$ cat config.mk
export PLATFORM = sky130hd
export DESIGN_NAME = core_sched
export DESIGN_NICKNAME = d
export VERILOG_FILES = /design/src/core_sched_pkg.sv /design/src/core_sched.sv /design/src/dispatch_result.sv /design/src/min_tree.sv /design/src/request_decode.sv /design/src/core_load_state.sv /design/src/app_table.sv
export SDC_FILE = /design/constraint.sdc
export NUM_CORES = 2
export LEC_CHECK = 0
export ABC_AREA = 0
export BUFFER_PORTS_ARGS = -buffer_cell sky130_fd_sc_hd__clkbuf_2
export CORE_ASPECT_RATIO = 0.9
export CORE_MARGIN = 4
export CORE_UTILIZATION = 44
export CTS_CLUSTER_SIZE = 12
export DETAILED_ROUTE_END_ITERATION = 7
export SLEW_MARGIN = 20
export SYNTH_ARGS = -nofsm -noshare
export SYNTH_HDL_FRONTEND = slang
export SYNTH_SLANG_ARGS = --single-unit
$ cat constraint.sdc
create_clock -name clk -period 4.8 [get_ports clk]
set_clock_uncertainty 0.2 [all_clocks]
set_input_delay 0.48 -clock clk [delete_from_list [all_inputs] [get_ports clk]]
set_output_delay 0.48 -clock clk [all_outputs]
set_load 0.01 [all_outputs]
$ cat src/core_sched_pkg.sv
`default_nettype none

package core_sched_pkg;

    // core indexing
    localparam int CORE_ID_W = 4;
    localparam int CORE_COUNT = 1 << CORE_ID_W;

    // application indexing
    localparam int APP_ID_W = 3;
    localparam int APP_COUNT = 1 << APP_ID_W;

    // per-core load counters
    localparam int LOAD_W = 8;

    // one registered level per index bit
    localparam int TREE_LEVELS = CORE_ID_W;

    typedef logic [CORE_ID_W-1:0] core_id_t;

    typedef logic [APP_ID_W-1:0] app_id_t;

    typedef logic [LOAD_W-1:0] load_t;

    // one bit per core
    typedef logic [CORE_COUNT-1:0] core_mask_t;

    // one bit per application
    typedef logic [APP_COUNT-1:0] app_mask_t;

    // core 0 sits in the lowest field
    typedef logic [CORE_COUNT*LOAD_W-1:0] load_vec_t;

    // all ones marks an inactive or disallowed core
    localparam load_t LOAD_MAX = '1;

endpackage

`default_nettype wire
$ cat src/core_sched.sv
`default_nettype none

module core_sched (
    input  wire                             clk,
    input  wire                             rst,

    input  wire                             cfg_valid,
    input  wire core_sched_pkg::app_id_t    cfg_app_id,
    input  wire core_sched_pkg::core_id_t   cfg_core_id,
    input  wire                             cfg_enable,

    input  wire                             core_ctl_valid,
    input  wire core_sched_pkg::core_id_t   core_ctl_core_id,
    input  wire                             core_ctl_activate,

    input  wire                             deq_valid,
    input  wire core_sched_pkg::core_id_t   deq_core_id,
    input  wire core_sched_pkg::load_t      deq_length,

    input  wire                             req_en,
    input  wire core_sched_pkg::app_id_t    req_app_id,

    input  wire core_sched_pkg::load_t      rank_bound,

    output logic                            result_en,
    output core_sched_pkg::core_id_t        result_core_id,
    output core_sched_pkg::load_t           result_load,
    output core_sched_pkg::app_id_t         result_app_id,

    output core_sched_pkg::app_mask_t       app_mask
);

    core_sched_pkg::app_id_t    lookup_app_id;
    core_sched_pkg::core_mask_t lookup_mask;
    core_sched_pkg::core_mask_t eligible;
    core_sched_pkg::load_vec_t  loads;

    logic                       dec_valid;
    core_sched_pkg::app_id_t    dec_app_id;
    core_sched_pkg::load_vec_t  dec_loads;

    logic                       tree_valid;
    core_sched_pkg::app_id_t    tree_app_id;
    core_sched_pkg::core_id_t   tree_core_id;
    core_sched_pkg::load_t      tree_load;

    // feedback from the result stage to the counters
    logic                       inc_valid;
    core_sched_pkg::core_id_t   inc_core_id;

    app_table u_app_table (
        .clk           (clk),
        .rst           (rst),
        .cfg_valid     (cfg_valid),
        .cfg_app_id    (cfg_app_id),
        .cfg_core_id   (cfg_core_id),
        .cfg_enable    (cfg_enable),
        .lookup_app_id (lookup_app_id),
        .lookup_mask   (lookup_mask),
        .eligible      (eligible),
        .app_mask      (app_mask)
    );

    core_load_state u_core_load_state (
        .clk               (clk),
        .rst               (rst),
        .core_ctl_valid    (core_ctl_valid),
        .core_ctl_core_id  (core_ctl_core_id),
        .core_ctl_activate (core_ctl_activate),
        .deq_valid         (deq_valid),
        .deq_core_id       (deq_core_id),
        .deq_length        (deq_length),
        .inc_valid         (inc_valid),
        .inc_core_id       (inc_core_id),
        .rank_bound        (rank_bound),
        .loads             (loads),
        .eligible          (eligible)
    );

    request_decode u_request_decode (
        .clk           (clk),
        .rst           (rst),
        .req_en        (req_en),
        .req_app_id    (req_app_id),
        .lookup_app_id (lookup_app_id),
        .lookup_mask   (lookup_mask),
        .loads         (loads),
        .dec_valid     (dec_valid),
        .dec_app_id    (dec_app_id),
        .dec_loads     (dec_loads)
    );

    min_tree u_min_tree (
        .clk          (clk),
        .rst          (rst),
        .dec_valid    (dec_valid),
        .dec_app_id   (dec_app_id),
        .dec_loads    (dec_loads),
        .tree_valid   (tree_valid),
        .tree_app_id  (tree_app_id),
        .tree_core_id (tree_core_id),
        .tree_load    (tree_load)
    );

    dispatch_result u_dispatch_result (
        .clk            (clk),
        .rst            (rst),
        .tree_valid     (tree_valid),
        .tree_app_id    (tree_app_id),
        .tree_core_id   (tree_core_id),
        .tree_load      (tree_load),
        .result_en      (result_en),
        .result_core_id (result_core_id),
        .result_load    (result_load),
        .result_app_id  (result_app_id),
        .inc_valid      (inc_valid),
        .inc_core_id    (inc_core_id)
    );

endmodule

`default_nettype wire

$ cat src/dispatch_result.sv
`default_nettype none

module dispatch_result (
    input  wire                             clk,
    input  wire                             rst,

    input  wire                             tree_valid,
    input  wire core_sched_pkg::app_id_t    tree_app_id,
    input  wire core_sched_pkg::core_id_t   tree_core_id,
    input  wire core_sched_pkg::load_t      tree_load,

    output logic                            result_en,
    output core_sched_pkg::core_id_t        result_core_id,
    output core_sched_pkg::load_t           result_load,
    output core_sched_pkg::app_id_t         result_app_id,

    output logic                            inc_valid,
    output core_sched_pkg::core_id_t        inc_core_id
);

    always_ff @(posedge clk) begin
        if (rst) begin
            result_en <= 1'b0;
            inc_valid <= 1'b0;
        end else begin
            result_en <= tree_valid;
            // max load means no allowed core was active, nothing to charge
            inc_valid <= tree_valid && (tree_load != core_sched_pkg::LOAD_MAX);
        end
    end

    always_ff @(posedge clk) begin
        result_core_id <= tree_core_id;
        result_load    <= tree_load;
        result_app_id  <= tree_app_id;
        inc_core_id    <= tree_core_id;
    end

endmodule

`default_nettype wire

$ cat src/min_tree.sv
`default_nettype none

module min_tree (
    input  wire                             clk,
    input  wire                             rst,

    input  wire                             dec_valid,
    input  wire core_sched_pkg::app_id_t    dec_app_id,
    input  wire core_sched_pkg::load_vec_t  dec_loads,

    output logic                            tree_valid,
    output core_sched_pkg::app_id_t         tree_app_id,
    output core_sched_pkg::core_id_t        tree_core_id,
    output core_sched_pkg::load_t           tree_load
);

    // level 1 nodes first, root last
    core_sched_pkg::load_t    node_load   [core_sched_pkg::CORE_COUNT-1];
    core_sched_pkg::core_id_t node_id     [core_sched_pkg::CORE_COUNT-1];
    core_sched_pkg::load_t    node_load_d [core_sched_pkg::CORE_COUNT-1];
    core_sched_pkg::core_id_t node_id_d   [core_sched_pkg::CORE_COUNT-1];

    logic [core_sched_pkg::TREE_LEVELS-1:0] valid_pipe;
    core_sched_pkg::app_id_t                app_pipe [core_sched_pkg::TREE_LEVELS];

    // each level only reads the registers of the level below
    always_comb begin
        int                       in_base;
        int                       out_base;
        core_sched_pkg::load_t    l_load;
        core_sched_pkg::load_t    r_load;
        core_sched_pkg::core_id_t l_id;
        core_sched_pkg::core_id_t r_id;

        in_base  = 0;
        out_base = 0;
        for (int lv = 1; lv <= core_sched_pkg::TREE_LEVELS; lv++) begin
            for (int nd = 0; nd < (core_sched_pkg::CORE_COUNT >> lv); nd++) begin
                if (lv == 1) begin
                    l_load = dec_loads[(2*nd)*core_sched_pkg::LOAD_W +: core_sched_pkg::LOAD_W];
                    r_load = dec_loads[(2*nd+1)*core_sched_pkg::LOAD_W +: core_sched_pkg::LOAD_W];
                    l_id   = core_sched_pkg::core_id_t'(2*nd);
                    r_id   = core_sched_pkg::core_id_t'(2*nd+1);
                end else begin
                    l_load = node_load[in_base+2*nd];
                    r_load = node_load[in_base+2*nd+1];
                    l_id   = node_id[in_base+2*nd];
                    r_id   = node_id[in_base+2*nd+1];
                end
                // left side always holds the lower indices, so ties stay left
                if (r_load < l_load) begin
                    node_load_d[out_base+nd] = r_load;
                    node_id_d[out_base+nd]   = r_id;
                end else begin
                    node_load_d[out_base+nd] = l_load;
                    node_id_d[out_base+nd]   = l_id;
                end
            end
            in_base  = out_base;
            out_base = out_base + (core_sched_pkg::CORE_COUNT >> lv);
        end
    end

    always_ff @(posedge clk) begin
        node_load <= node_load_d;
        node_id   <= node_id_d;
    end

    // request tag travels alongside the compares
    always_ff @(posedge clk) begin
        if (rst) begin
            valid_pipe <= '0;
        end else begin
            valid_pipe <= {valid_pipe[core_sched_pkg::TREE_LEVELS-2:0], dec_valid};
        end
    end

    always_ff @(posedge clk) begin
        app_pipe[0] <= dec_app_id;
        for (int i = 1; i < core_sched_pkg::TREE_LEVELS; i++) begin
            app_pipe[i] <= app_pipe[i-1];
        end
    end

    assign tree_valid   = valid_pipe[core_sched_pkg::TREE_LEVELS-1];
    assign tree_app_id  = app_pipe[core_sched_pkg::TREE_LEVELS-1];
    assign tree_core_id = node_id[core_sched_pkg::CORE_COUNT-2];
    assign tree_load    = node_load[core_sched_pkg::CORE_COUNT-2];

    a_tree_valid_known: assert property (
        @(posedge clk) disable iff (rst)
        !$isunknown(tree_valid)
    );

endmodule

`default_nettype wire

$ cat src/request_decode.sv
`default_nettype none

module request_decode (
    input  wire                             clk,
    input  wire                             rst,

    input  wire                             req_en,
    input  wire core_sched_pkg::app_id_t    req_app_id,

    output core_sched_pkg::app_id_t         lookup_app_id,
    input  wire core_sched_pkg::core_mask_t lookup_mask,

    input  wire core_sched_pkg::load_vec_t  loads,

    output logic                            dec_valid,
    output core_sched_pkg::app_id_t         dec_app_id,
    output core_sched_pkg::load_vec_t       dec_loads
);

    logic                      req_q;
    core_sched_pkg::app_id_t   app_q;
    core_sched_pkg::load_vec_t loads_q;
    core_sched_pkg::load_vec_t masked;

    // capture edge, loads are frozen here for this request
    always_ff @(posedge clk) begin
        if (rst) begin
            req_q <= 1'b0;
        end else begin
            req_q <= req_en;
        end
    end

    always_ff @(posedge clk) begin
        if (req_en) begin
            app_q   <= req_app_id;
            loads_q <= loads;
        end
    end

    assign lookup_app_id = app_q;

    // disallowed cores read as the maximum load
    always_comb begin
        for (int c = 0; c < core_sched_pkg::CORE_COUNT; c++) begin
            masked[c*core_sched_pkg::LOAD_W +: core_sched_pkg::LOAD_W] =
                lookup_mask[c] ? loads_q[c*core_sched_pkg::LOAD_W +: core_sched_pkg::LOAD_W]
                               : core_sched_pkg::LOAD_MAX;
        end
    end

    always_ff @(posedge clk) begin
        if (rst) begin
            dec_valid <= 1'b0;
        end else begin
            dec_valid <= req_q;
        end
    end

    always_ff @(posedge clk) begin
        dec_app_id <= app_q;
        dec_loads  <= masked;
    end

endmodule

`default_nettype wire

$ cat src/core_load_state.sv
`default_nettype none

module core_load_state (
    input  wire                             clk,
    input  wire                             rst,

    input  wire                             core_ctl_valid,
    input  wire core_sched_pkg::core_id_t   core_ctl_core_id,
    input  wire                             core_ctl_activate,

    input  wire                             deq_valid,
    input  wire core_sched_pkg::core_id_t   deq_core_id,
    input  wire core_sched_pkg::load_t      deq_length,

    input  wire                             inc_valid,
    input  wire core_sched_pkg::core_id_t   inc_core_id,

    input  wire core_sched_pkg::load_t      rank_bound,

    output core_sched_pkg::load_vec_t       loads,
    output core_sched_pkg::core_mask_t      eligible
);

    core_sched_pkg::load_t      load_q [core_sched_pkg::CORE_COUNT];
    core_sched_pkg::load_t      load_d [core_sched_pkg::CORE_COUNT];
    core_sched_pkg::core_mask_t active_q;

    // increment and dequeue may hit the same core in one cycle
    always_comb begin
        logic [core_sched_pkg::LOAD_W+1:0] sum;

        for (int c = 0; c < core_sched_pkg::CORE_COUNT; c++) begin
            sum = {2'b00, load_q[c]};
            if (inc_valid && inc_core_id == core_sched_pkg::core_id_t'(c)) begin
                sum = sum + 1'b1;
            end
            if (deq_valid && deq_core_id == core_sched_pkg::core_id_t'(c)) begin
                sum = sum - {2'b00, deq_length};
            end
            // top bit set means the subtraction went below zero
            if (sum[core_sched_pkg::LOAD_W+1]) begin
                load_d[c] = '0;
            end else if (sum >= {2'b00, core_sched_pkg::LOAD_MAX}) begin
                load_d[c] = core_sched_pkg::LOAD_MAX - 1'b1;
            end else begin
                load_d[c] = sum[core_sched_pkg::LOAD_W-1:0];
            end
        end
    end

    always_ff @(posedge clk) begin
        if (rst) begin
            active_q <= '0;
            for (int c = 0; c < core_sched_pkg::CORE_COUNT; c++) begin
                load_q[c] <= core_sched_pkg::LOAD_MAX;
            end
        end else begin
            for (int c = 0; c < core_sched_pkg::CORE_COUNT; c++) begin
                // core control wins over every other update
                if (core_ctl_valid && core_ctl_core_id == core_sched_pkg::core_id_t'(c)) begin
                    active_q[c] <= core_ctl_activate;
                    load_q[c]   <= core_ctl_activate ? '0 : core_sched_pkg::LOAD_MAX;
                end else if (active_q[c]) begin
                    load_q[c] <= load_d[c];
                end
            end
        end
    end

    always_comb begin
        for (int c = 0; c < core_sched_pkg::CORE_COUNT; c++) begin
            loads[c*core_sched_pkg::LOAD_W +: core_sched_pkg::LOAD_W] = load_q[c];
            eligible[c] = active_q[c] && (load_q[c] < rank_bound);
        end
    end

    // the result stage only picks cores that were active when sampled
    a_inc_active: assert property (
        @(posedge clk) disable iff (rst)
        inc_valid |-> active_q[inc_core_id]
    );

endmodule

`default_nettype wire

$ cat src/app_table.sv
`default_nettype none

module app_table (
    input  wire                             clk,
    input  wire                             rst,

    input  wire                             cfg_valid,
    input  wire core_sched_pkg::app_id_t    cfg_app_id,
    input  wire core_sched_pkg::core_id_t   cfg_core_id,
    input  wire                             cfg_enable,

    input  wire core_sched_pkg::app_id_t    lookup_app_id,
    output core_sched_pkg::core_mask_t      lookup_mask,

    input  wire core_sched_pkg::core_mask_t eligible,
    output core_sched_pkg::app_mask_t       app_mask
);

    // allowed cores per application
    core_sched_pkg::core_mask_t core_mask [core_sched_pkg::APP_COUNT];

    // config writes touch one bit at a time
    always_ff @(posedge clk) begin
        if (rst) begin
            for (int a = 0; a < core_sched_pkg::APP_COUNT; a++) begin
                core_mask[a] <= '0;
            end
        end else if (cfg_valid) begin
            core_mask[cfg_app_id][cfg_core_id] <= cfg_enable;
        end
    end

    // request lookup, read by the decode stage in the same cycle
    assign lookup_mask = core_mask[lookup_app_id];

    // an app is eligible when any of its allowed cores is
    always_ff @(posedge clk) begin
        if (rst) begin
            app_mask <= '0;
        end else begin
            for (int a = 0; a < core_sched_pkg::APP_COUNT; a++) begin
                app_mask[a] <= |(core_mask[a] & eligible);
            end
        end
    end

    // config strobe comes from outside, must be clean once out of reset
    a_cfg_valid_known: assert property (
        @(posedge clk) disable iff (rst)
        !$isunknown(cfg_valid)
    );

endmodule

`default_nettype wire

==> run metrics <==
Hold Path End=u_request_decode.loads_q[49]$_DFFE_PP_; Global Route Usage Sum=0.2556; final global-route overflow total=0; Worst R2R End=u_core_load_state.load_q[1][15]$_DFFE_PP_; HP Class=in -> reg; final WL=132.0 mm; Max Slew Vio Count=0; leak pwr=about 18 nW; Initial DRC Count=3427; DR WL/cell=23.59 um; Ys Warns=0; Routability Congestion=between 0.9 and 1; Distinct cells, synth=86; share of the synthesized area in the top cell type=0.2738; largest net degree at the start of global routing=82; maximum VDD drop=about 0.25 mV; CP cell instances=nand3b_1 -> buf_4 -> nor2_1 -> mux2i_1 -> inv_1 -> ha_1 -> nand2b_1 -> a21oi_1 -> o2111a_1 -> a2111oi_0 -> nor2_1 -> nor3b_1 -> o21ai_0; fraction of layout cells with a size suffix above 1=0.1537; TritonCTS Buffers=81; remaining antenna violation count=0; predominant post-synthesis flop cell=edfxtp_1; Crit Path Max Fanout=12; TritonRoute pass-1 iters=8; Final WS setup=0.2509 ns; Tcrit/Tclk final=0.9477; Layout Cells excl Fill=between 5000 and 6000; synthesized area=between 0.04 and 0.05 mm^2; first-pass GRT wire length=~200 mm; vias per cell=5.916; share of flip-flops with an asynchronous set or reset=0; Fillers=slightly below 9000; Cell Pwr Density=~360 mW/mm^2; synth top area cells=edfxtp_1 27%, dfxtp_1 16%, ha_1 11%; Initial Utilization=0.4460; Syn Inst Count=~4100; status=finished, final reports clean; number of max-cap violations=0; IO buf count=65; Setup TNS=0 ns; area occupied by multi-input gates=about 0.023 mm^2; post-synth net total=approximately 4500; Die Y-Extent=just over 300 um; placed insts=between 5000 and 6000; die width=approximately 340 um; Req. time, crit path=between 5 and 6 ns; Worst R2R Start=u_dispatch_result.result_core_id[3]$_DFF_P_; Clk Tree Root Cell=clkbuf_16; unrepaired setup endpoints after global routing=false; Top Ports=between 60 and 70; Reg area=approximately 0.018 mm^2; TritonCTS clock tree=done; Yosys top cell by area=edfxtp_1; fmax=between 200 and 250 MHz; Sink Count=726; worst reg-to-reg setup slack=0.25 ns; number of synthesized flops with an enable pin=between 300 and 400; relative max-transition margin=0.2537; drc violations=0; Crit path top cell by count=nor2_1; final setup fails=0; Mean Syn Cell Area=10.28 um^2; nets=roughly 4700; Crit Path Category=reg -> reg; via count=~33000; clock slew at reported path FFs=0.06 ns; depth of the CTS H-tree=3; clk_lat worst skew=0.67 ns; Hold Fails Final Rpt=0; worst reg2reg path depth=13; max incr delay on CP=slightly above 0.6 ns; worst slew pin tran=approximately 1.1 ns; Hold Path Cell Cnt=1; Clock Tree Buf Depth=3; register area share after synthesis=0.4336; Arr. time, crit path=about 5 ns; slowest CP cell=dfxtp_1; vias in the first global route=~31000; Die Footprint=roughly 0.1 mm^2; Area Overhead vs Synth=12.04%; Core ar.=about 0.095 mm^2; Place WS=0.2775 ns; Worst setup EP type=register; flops & latches, synth=between 700 and 800; Std-Cell Rows=between 100 and 150; min-delay src=req_en; initial antenna violation count=13; fin crit period=about 4.5 ns; Post-DP HPWL=around 100 mm; CP startpoint kind=register
==> state kept, by name (all words and copies together) (netlist names), 4 cells and up, named ones only <==
register / flops
u_app_table.app_mask: 8
u_app_table.core_mask: 128
u_core_load_state.active_q: 16
u_core_load_state.load_q: 128
u_dispatch_result.result_core_id: 4
u_dispatch_result.result_load: 8
u_min_tree.app_pipe: 12
u_min_tree.node_id: 22
u_min_tree.node_load: 112
u_min_tree.tree_core_id: 4
u_min_tree.tree_load: 8
u_min_tree.valid_pipe: 4
u_request_decode.dec_loads: 128
u_request_decode.loads_q: 128
==> cells by family after synthesis <==
family	after synthesis	share of synthesized area
fa+ha+maj	377	0.1140
mux	260	0.07549
compound gates	922	0.1502
buf+inv	298	0.02697
flops	726	0.4336
xor+xnor	165	0.03404
simple gates	1382	0.1657
==> cells in the mapped netlist (all sizes together) (23+ instances only) <==
| master | n |
|---|---|
| nor2 | 414 |
| edfxtp | 387 |
| ha | 361 |
| dfxtp | 339 |
| nand2 | 224 |
| o21ai | 222 |
| inv | 190 |
| mux2 | 161 |
| or2 | 149 |
| a21o | 146 |
| a21oi | 144 |
| nor3 | 121 |
| xnor2 | 103 |
| clkbuf | 94 |
| nand3 | 72 |
| nor2b | 69 |
| mux2i | 67 |
| xor2 | 62 |
| nand2b | 58 |
| o21a | 53 |
| nand4 | 52 |
| a211oi | 43 |
| or3 | 37 |
| mux4 | 32 |
| o31a | 30 |
| and2 | 29 |
| nor3b | 28 |
| o21bai | 27 |
| nor4 | 26 |
| o31ai | 26 |
| a31oi | 23 |
| and4 | 23 |
==> cell type report <==
cell class,instances,area share
antenna,4,0.0002105
tap,1253,0.03296
inverter,194,0.01531
multi-input combinational,3106,0.4839
sequential,726,0.3871
timing repair buffer,163,0.02299
clock buffer,127,0.05217
clock inverter,25,0.005314
==> where the power goes <==
part	switching, mW	total (mW)	leakage (nW)	internal, mW
combinational	1.86	3.19	11.0	1.33
clock	2.69	6.35	1.34	3.66
sequential	0.379	7.44	6.06	7.06
==> worst max-delay path by stage <==
stage                                                    endpoint  slack [ns]  depth (start not counted)                                        start
finish                  u_core_load_state.load_q[1][15]$_DFFE_PP_        0.25                         13  u_dispatch_result.result_core_id[3]$_DFF_P_
global route        u_core_load_state.load_q[0][40]$_SDFFCE_PN1P_        0.01                         12       u_dispatch_result.inc_valid$_SDFF_PP0_
CTS                 u_core_load_state.load_q[1][40]$_SDFFCE_PP1P_        0.25                         12  u_dispatch_result.result_core_id[3]$_DFF_P_
detailed placement  u_core_load_state.load_q[1][40]$_SDFFCE_PP1P_        0.28                         12  u_dispatch_result.result_core_id[3]$_DFF_P_
global placement        u_core_load_state.load_q[1][15]$_DFFE_PP_        0.39                         12  u_dispatch_result.result_core_id[3]$_DFF_P_
floorplan           u_core_load_state.load_q[0][16]$_SDFFCE_PN1P_        0.58                         15  u_dispatch_result.result_core_id[2]$_DFF_P_
==> stage by stage <==
| step | instance area [um^2] | hold slack, ns | total power [mW] | util |
|---|---|---|---|---|
| 6_report | 47560 | 0.1020 | 16.98 | 0.4996 |
| 5_1_grt | 47550 | 0.1199 | 17.65 | 0.4996 |
| 4_1_cts | 47510 | 0.09860 | 17.06 | 0.4991 |
| 3_5_place_dp | 44740 | 0.1143 | 10.72 | 0.4701 |
| 3_3_place_gp | 44740 | 0.1108 | 10.68 | 0.4700 |
| 2_1_floorplan | 42450 | 0.1096 | 9.463 | - |
==> critical path: cells and delay by family (launching register included) <==
family / cells / cell delay (ns)
buffers and inverters: 2 / 0.44
DFF: 1 / 0.61
AOI/OAI and AO/OA: 4 / 1.12
adders and majority gates: 1 / 0.28
muxes: 1 / 0.40
and+or+nand+nor: 5 / 1.32
==> placed cells by master (no fill, tap or decap), types with 103 or more instances in the layout <==
| cell | synthesis | final |
|---|---|---|
| or2_2 | 149 | 149 |
| xnor2_1 | 103 | 103 |
| inv_1 | 190 | 190 |
| nand2_1 | 224 | 224 |
| nor2_1 | 414 | 414 |
| nor3_1 | 121 | 120 |
| o21ai_0 | 221 | 221 |
| mux2_2 | 161 | 161 |
| a21o_1 | 146 | 146 |
| dfxtp_1 | 339 | 337 |
| a21oi_1 | 144 | 143 |
| ha_1 | 361 | 361 |
| edfxtp_1 | 387 | 387 |
==> routing by layer <==
layer  global-route usage  vias up  routed length, um
met5                    0        -                 34
met4              0.07563        4               3907
met3              0.03807      223              10890
met2               0.3874     1338              56400
met1               0.3788    15926              60810
li1                     -    15627                  -
==> what timing repair did <==
item,4_1_cts,5_1_grt
endpoints found under the hold margin,6,0
setup buffers,0,0
hold buffers,3,0
setup endpoints to repair,0,4
resized for setup,0,1
(Power assumes the default switching activity.)
